===== src/verilog/rvCore_defines.svh =====
// Global constants for the RV32I core.
// Memory depths must be powers of two; the stages index them with
// address bits above bit 1, so all accesses are word-lane based.
// Both memories are small on-chip arrays without reset.

`ifndef RV_CORE_DEFINES_SVH
`define RV_CORE_DEFINES_SVH

// first fetch address after reset
`define RV_RESET_PC 32'h0000_0000

// instruction memory depth in 32-bit words
`define RV_IMEM_WORDS 256

// data memory depth in 32-bit words
`define RV_DMEM_WORDS 256

// addi x0, x0, 0
`define RV_NOP 32'h0000_0013

`endif


===== src/verilog/rvPkg.sv =====
// Shared types for the RV32I pipeline.
// Stage payloads are packed; an all-zero payload is a bubble
// because valid is cleared.

`default_nettype none

package rvPkg;

  typedef logic [31:0] wordT;
  typedef logic [4:0]  regIdT;

  typedef enum logic [3:0] {
    aluAdd,
    aluSub,
    aluSll,
    aluSlt,
    aluSltu,
    aluXor,
    aluSrl,
    aluSra,
    aluOr,
    aluAnd,
    aluPassB
  } aluOpT;

  // encoding follows funct3[1:0] of loads and stores
  typedef enum logic [1:0] {
    memByte = 2'b00,
    memHalf = 2'b01,
    memWord = 2'b10
  } memWidthT;

  typedef struct packed {
    logic valid;
    wordT pc;
    wordT inst;
  } ifIdT;

  typedef struct packed {
    logic     valid;
    wordT     pc;
    regIdT    rs1;
    regIdT    rs2;
    wordT     rs1Val;
    wordT     rs2Val;
    regIdT    rd;
    wordT     imm;
    aluOpT    aluOp;
    logic     useImm;
    logic     usePc;
    logic     isBranch;
    logic [2:0] brFunct;
    logic     isJal;
    logic     isJalr;
    logic     isLoad;
    logic     isStore;
    logic     regWe;
    memWidthT memWidth;
    logic     loadUnsigned;
    logic     isHalt;
    logic     isIllegal;
  } idExT;

  typedef struct packed {
    logic     valid;
    regIdT    rd;
    wordT     result;
    wordT     storeData;
    logic     isLoad;
    logic     isStore;
    memWidthT memWidth;
    logic     loadUnsigned;
    logic     regWe;
    logic     isHalt;
    logic     isIllegal;
  } exMemT;

endpackage

`default_nettype wire


===== src/verilog/regFile.sv =====
// 32 x 32 integer register file, two read ports, one write port.
// x0 reads as zero and is never written.
// Reads bypass a write to the same register in the same cycle.

`default_nettype none

module regFile (
  input  logic          clk,
  input  logic          we,
  input  rvPkg::regIdT  rs1,
  input  rvPkg::regIdT  rs2,
  input  rvPkg::regIdT  rd,
  input  rvPkg::wordT   wdata,
  output rvPkg::wordT   rdata1,
  output rvPkg::wordT   rdata2
);

  rvPkg::wordT regs [32];

  always_ff @(posedge clk) begin
    if (we && rd != '0) begin
      regs[rd] <= wdata;
    end
  end

  // write-through covers the distance-2 dependency
  assign rdata1 = (rs1 == '0) ? '0 : (we && rd == rs1) ? wdata : regs[rs1];
  assign rdata2 = (rs2 == '0) ? '0 : (we && rd == rs2) ? wdata : regs[rs2];

endmodule

`default_nettype wire


===== src/verilog/decodeStage.sv =====
// RV32I decoder with immediate generation and register read.
// Supported: OP, OP-IMM, LUI, AUIPC, JAL, JALR, branches, loads,
// stores and EBREAK. Everything else is flagged illegal with no
// register write, memory access or redirect.
// Bubbles decode as the NOP, keeping valid low.

`default_nettype none

`include "rvCore_defines.svh"

module decodeStage (
  input  logic          clk,
  input  rvPkg::ifIdT   decIn,
  input  logic          wbValid,
  input  rvPkg::regIdT  wbRd,
  input  rvPkg::wordT   wbData,
  output rvPkg::idExT   decOut
);

  localparam logic [6:0] OpLui    = 7'b0110111;
  localparam logic [6:0] OpAuipc  = 7'b0010111;
  localparam logic [6:0] OpJal    = 7'b1101111;
  localparam logic [6:0] OpJalr   = 7'b1100111;
  localparam logic [6:0] OpBranch = 7'b1100011;
  localparam logic [6:0] OpLoad   = 7'b0000011;
  localparam logic [6:0] OpStore  = 7'b0100011;
  localparam logic [6:0] OpImm    = 7'b0010011;
  localparam logic [6:0] OpReg    = 7'b0110011;
  localparam logic [6:0] OpSystem = 7'b1110011;

  rvPkg::wordT  inst;
  logic [6:0]   opcode;
  logic [2:0]   funct3;
  logic [6:0]   funct7;
  rvPkg::wordT  immI;
  rvPkg::wordT  immS;
  rvPkg::wordT  immB;
  rvPkg::wordT  immU;
  rvPkg::wordT  immJ;
  logic         useRs1;
  logic         useRs2;
  rvPkg::regIdT rs1Id;
  rvPkg::regIdT rs2Id;
  rvPkg::wordT  rs1Val;
  rvPkg::wordT  rs2Val;
  rvPkg::aluOpT f3Op;
  logic         bad;

  assign inst   = decIn.valid ? decIn.inst : `RV_NOP;
  assign opcode = inst[6:0];
  assign funct3 = inst[14:12];
  assign funct7 = inst[31:25];

  assign immI = {{20{inst[31]}}, inst[31:20]};
  assign immS = {{20{inst[31]}}, inst[31:25], inst[11:7]};
  assign immB = {{19{inst[31]}}, inst[31], inst[7], inst[30:25], inst[11:8], 1'b0};
  assign immU = {inst[31:12], 12'b0};
  assign immJ = {{11{inst[31]}}, inst[31], inst[19:12], inst[20], inst[30:21], 1'b0};

  // unused source ids read x0, so they never match a forward
  assign useRs1 = !(opcode == OpLui || opcode == OpAuipc || opcode == OpJal);
  assign useRs2 = (opcode == OpBranch || opcode == OpStore || opcode == OpReg);
  assign rs1Id  = useRs1 ? inst[19:15] : '0;
  assign rs2Id  = useRs2 ? inst[24:20] : '0;

  regFile u_regFile (
    .clk    (clk),
    .we     (wbValid),
    .rs1    (rs1Id),
    .rs2    (rs2Id),
    .rd     (wbRd),
    .wdata  (wbData),
    .rdata1 (rs1Val),
    .rdata2 (rs2Val)
  );

  // funct7[5] picks sub/sra; sub only exists for register ops
  always_comb begin
    case (funct3)
      3'b000:  f3Op = (opcode == OpReg && funct7[5]) ? rvPkg::aluSub : rvPkg::aluAdd;
      3'b001:  f3Op = rvPkg::aluSll;
      3'b010:  f3Op = rvPkg::aluSlt;
      3'b011:  f3Op = rvPkg::aluSltu;
      3'b100:  f3Op = rvPkg::aluXor;
      3'b101:  f3Op = funct7[5] ? rvPkg::aluSra : rvPkg::aluSrl;
      3'b110:  f3Op = rvPkg::aluOr;
      default: f3Op = rvPkg::aluAnd;
    endcase
  end

  always_comb begin
    bad                 = 1'b0;
    decOut              = '0;
    decOut.valid        = decIn.valid;
    decOut.pc           = decIn.pc;
    decOut.rs1          = rs1Id;
    decOut.rs2          = rs2Id;
    decOut.rs1Val       = rs1Val;
    decOut.rs2Val       = rs2Val;
    decOut.rd           = inst[11:7];
    decOut.aluOp        = rvPkg::aluAdd;
    decOut.brFunct      = funct3;
    decOut.memWidth     = rvPkg::memWidthT'(funct3[1:0]);
    decOut.loadUnsigned = funct3[2];
    case (opcode)
      OpLui: begin
        decOut.imm    = immU;
        decOut.useImm = 1'b1;
        decOut.aluOp  = rvPkg::aluPassB;
        decOut.regWe  = 1'b1;
      end
      OpAuipc: begin
        decOut.imm    = immU;
        decOut.useImm = 1'b1;
        decOut.usePc  = 1'b1;
        decOut.regWe  = 1'b1;
      end
      OpJal: begin
        decOut.imm   = immJ;
        decOut.isJal = 1'b1;
        decOut.regWe = 1'b1;
      end
      OpJalr: begin
        decOut.imm    = immI;
        decOut.useImm = 1'b1;
        decOut.isJalr = 1'b1;
        decOut.regWe  = 1'b1;
        bad           = (funct3 != 3'b000);
      end
      OpBranch: begin
        decOut.imm      = immB;
        decOut.isBranch = 1'b1;
        bad             = (funct3[2:1] == 2'b01);
      end
      OpLoad: begin
        decOut.imm    = immI;
        decOut.useImm = 1'b1;
        decOut.isLoad = 1'b1;
        decOut.regWe  = 1'b1;
        bad           = (funct3[1:0] == 2'b11) || (funct3[2] && funct3[1]);
      end
      OpStore: begin
        decOut.imm     = immS;
        decOut.useImm  = 1'b1;
        decOut.isStore = 1'b1;
        bad            = funct3[2] || (funct3[1:0] == 2'b11);
      end
      OpImm: begin
        decOut.imm    = immI;
        decOut.useImm = 1'b1;
        decOut.aluOp  = f3Op;
        decOut.regWe  = 1'b1;
        if (funct3 == 3'b001) begin
          bad = (funct7 != 7'b0000000);
        end else if (funct3 == 3'b101) begin
          bad = (funct7 != 7'b0000000) && (funct7 != 7'b0100000);
        end
      end
      OpReg: begin
        decOut.aluOp = f3Op;
        decOut.regWe = 1'b1;
        bad = !(funct7 == 7'b0000000 ||
                (funct7 == 7'b0100000 && (funct3 == 3'b000 || funct3 == 3'b101)));
      end
      OpSystem: begin
        // only ebreak is supported
        decOut.isHalt = (inst == 32'h0010_0073);
        bad           = (inst != 32'h0010_0073);
      end
      default: bad = 1'b1;
    endcase
    if (bad) begin
      decOut.regWe     = 1'b0;
      decOut.isLoad    = 1'b0;
      decOut.isStore   = 1'b0;
      decOut.isBranch  = 1'b0;
      decOut.isJal     = 1'b0;
      decOut.isJalr    = 1'b0;
      decOut.isHalt    = 1'b0;
      decOut.isIllegal = 1'b1;
    end
  end

endmodule

`default_nettype wire


===== config.mk =====
export PLATFORM = sky130hd
export DESIGN_NAME = decodeStage
export DESIGN_NICKNAME = d
export VERILOG_FILES = /design/src/verilog/rvPkg.sv /design/src/verilog/regFile.sv /design/src/verilog/decodeStage.sv
export VERILOG_INCLUDE_DIRS = /design/src /design/src/verilog
export SDC_FILE = /design/constraint.sdc
export NUM_CORES = 2
export LEC_CHECK = 0
export BUFFER_PORTS_ARGS = -buffer_cell sky130_fd_sc_hd__clkbuf_2
export CORE_ASPECT_RATIO = 1.75
export CORE_MARGIN = 2
export CORE_UTILIZATION = 49
export DETAILED_ROUTE_END_ITERATION = 8
export GPL_ROUTABILITY_DRIVEN = 0
export MAX_ROUTING_LAYER = met4
export PLACE_DENSITY = 0.66
export SETUP_SLACK_MARGIN = 0.15
export SLEW_MARGIN = 20
export SYNTH_ARGS = -nofsm -noshare
export SYNTH_HDL_FRONTEND = slang
export SYNTH_SLANG_ARGS = --single-unit

===== constraint.sdc =====
create_clock -name clk -period 5.15 [get_ports clk]
set_input_delay 0.515 -clock clk [delete_from_list [all_inputs] [get_ports clk]]
set_output_delay 0.515 -clock clk [all_outputs]
set_load 0.02 [all_outputs]

==> out/metrics.yaml <==
routing:
  vias: 43700
  ant_nets: 0
  drc: 2
  dr.pass1.iters: 9
  post_drt_wl_per_cell_um: 36.9
  drt_iter0_drc: 8298
  drt-total-wl_um: 214000
  avgViaCountPerCell: 7.54
grt:
  antenna_found_initial: 11
  grt_start_max_net_pins: 106
  grt.total_usage: 0.414
  grt_first_pass_wirelength_um: 296000
  grt_pass1_vias: 41500
  overflow: 0
layout:
  final_nets: 4479
  regArea_mm2: 0.0307
  regMostFlops: "u_regFile.regs"
  fill_cells: 8334
  fin_area_mm2: 0.0561
  largest_reg_flops: 1024
  multi_input_area_mm2: 0.0176
  layout-drive-gt1-share: 0.147
  top_regs: "u_regFile.regs: 1024 flops"
  area_growth_pct: 12.5
  post-route-util: 0.556
placement:
  dp_hpwl_um: 122000
  place_ws_ns: 0.281
  place.port_buffers: 203
  placed_area_mm2: 0.0531
timing:
  final_max_slew_viol_count: 0
  fmaxAchievable_ghz: 0.200
  relSlewSlack: 0.148
  tns_ns: 0
  fin_crit_sh: 0.969
  layout_min_cycle_time_ns: 4.99
  rsz0062_at_grt: "true"
  setup_violations: 0
  hold_viol: 0
  tightestPinTransition_ns: 1.28
  setup_ws_ns: 0.159
floorplanning:
  start_util: 0.494
  dieArea_mm2: 0.104
  dieWidth_um: 245
  fp-row-count: 154
  io_pins: 268
  fp.dieH_um: 426
  core-area_mm2: 0.101
critical_path:
  critical-path-max-stage-delay_ns: 0.83
  cp_top_family: "simple AND/OR/NAND/NOR gates"
  path_max_fanout: 32
  crit_chain: "clkbuf_2 > and2_1 > nand4_1 > inv_8 > mux2i_1 > o221ai_1 > nand4_1 > o21ai_2 > a31oi_1 > nor3_1 > clkbuf_2"
  worst-setup-path-type: "in2out"
  cp_slowest_cell: "nor3_1"
  critical_path_buf_inv_count: 3
  required_ns: 4.64
  endpoint_kind: "output port"
  arrival_ns: 4.48
  start_kind: "input port"
hold_path:
  min_delay_path_depth: 2
  hold_path.class: "in2reg"
  min_to: "u_regFile.regs[17][2]"
  holdCritStartpoint: "wbData[2]"
clock_network:
  cts_tree: "built"
  cts_buffers: 92
  clock-root-buffer: "clkbuf_16"
  hold_buffers: 0
  clock_path_buffers: 3
  clk_pin_slew_ns: 0.06
  cts.sinks: 1024
  h-tree-depth: 3
synth:
  synth.top_cells.by_area: "edfxtp_1 62%, nand2_1 6.0%, mux2i_1 4.1%, a221oi_1 3.6%, o221ai_1 3.0%"
  async_flop_share: 0
  ys.flop_type: "edfxtp_1"
  syn_area_mm2: 0.0498
  post-synth-top-count-cell: "edfxtp_1"
  synth_area_per_cell_um2: 11.7
  synth_top_area_share: 0.617
  seq_area_frac_synth: 0.617
  synth_cell_types: 87
  syn_inst: 4256
  synth_commonest_cells: "1,024 x edfxtp_1, 798 x nand2_1, 216 x clkbuf_1, 206 x mux2i_1, 202 x a221oi_1"
  ys_warn_count: 0
  ys_ff_latch: 1024
  synth_edf_count: 1024
  synth_largest_area_cell: "edfxtp_1"
power:
  ir_worst_vdd_mv: 0.283
  powerDensity_mw_per_mm2: 323
  cellLeakagePower_nw: 18.6
run_status:
  violations: "DRC"
  status: "complete, but fails checks"
job:
  maxCapViolations: 0
-- layout make-up --
cell class,instances,area share
well taps,1326,0.0296
inverters,24,0.00214
flip-flops and latches,1024,0.549
repair buffers,399,0.0524
clock inverters,62,0.0102
multi-input cells,2834,0.314
clock buffers,108,0.0421
diodes,13,0.000580
-- logic make-up after synthesis --
group,Yosys count,synth area share
DFF,1024,0.617
xor gates and xnor gates,7,0.00138
other,1,0.0000753
buffers and inverters,429,0.0394
muxes,210,0.0428
and+or+nand+nor,1496,0.139
AOI/OAI and AO/OA,1089,0.161
-- routing by layer --
| layer | vias up | wire length (µm) | global-route usage | share of wire |
|---|---|---|---|---|
| li1 | 17000 | - | - | - |
| met1 | 21100 | 67800 | 0.475 | 0.32 |
| met2 | 4385 | 94500 | 0.610 | 0.44 |
| met3 | 1201 | 32100 | 0.124 | 0.15 |
| met4 | 0 | 19300 | 0.311 | 0.090 |
| met5 | - | 0 | - | 0 |
-- power by group --
group / switching (mW) / internal [mW] / leakage [nW]
sequential: 0.0602 / 9.29 / 9.25
combinational: 1.32 / 0.464 / 7.90
clock: 3.24 / 3.72 / 1.44
total: 4.62 / 13.5 / 18.6
-- worst max-delay path by stage --
| stage | start | end | slack [ns] | cells after the start |
|---|---|---|---|---|
| 5_1_grt | decIn[64] | decOut[89] | 0.15 | 11 |
| 3_5_place_dp | decIn[64] | decOut[100] | 0.28 | 13 |
| 6_report | decIn[64] | decOut[59] | 0.16 | 11 |
| 3_3_place_gp | decIn[64] | decOut[100] | 0.28 | 13 |
| 2_1_floorplan | decIn[6] | decOut[102] | 1.52 | 10 |
| 4_1_cts | decIn[64] | decOut[100] | 0.26 | 13 |
-- repair_timing --
action | CTS | global route
buffers inserted | 0 | 0
gates resized for setup | 0 | 1
endpoints found under the setup margin | 0 | 2
-- through the flow --
| stage | power [mW] | hold slack (ns) | instances |
|---|---|---|---|
| global placement | 11.2 | 1.03 | 5605 |
| global route | 18.4 | 0.299 | 5787 |
| floorplan | 10.4 | 0.614 | 4287 |
| detailed placement | 11.2 | 1.03 | 5606 |
| finish | 18.1 | 0.292 | 5790 |
| CTS | 18.0 | 0.265 | 5776 |
-- layout by cell type (no fill, tap or decap), types with 39 or more instances in the layout --
cell	netlist	final
a211oi_1	42	42
a21oi_1	151	151
a221oi_1	202	202
a31oi_1	149	149
and3_1	138	138
buf_4	40	160
clkbuf_16	0	92
clkbuf_2	0	203
edfxtp_1	1024	1024
mux2i_1	206	206
nand2_1	798	790
nand3_1	161	159
nand4_1	59	59
nor2_1	153	115
nor2_4	2	39
nor3_1	60	58
o21ai_0	138	138
o221ai_1	172	172
Power figures use the tool's default switching activity.
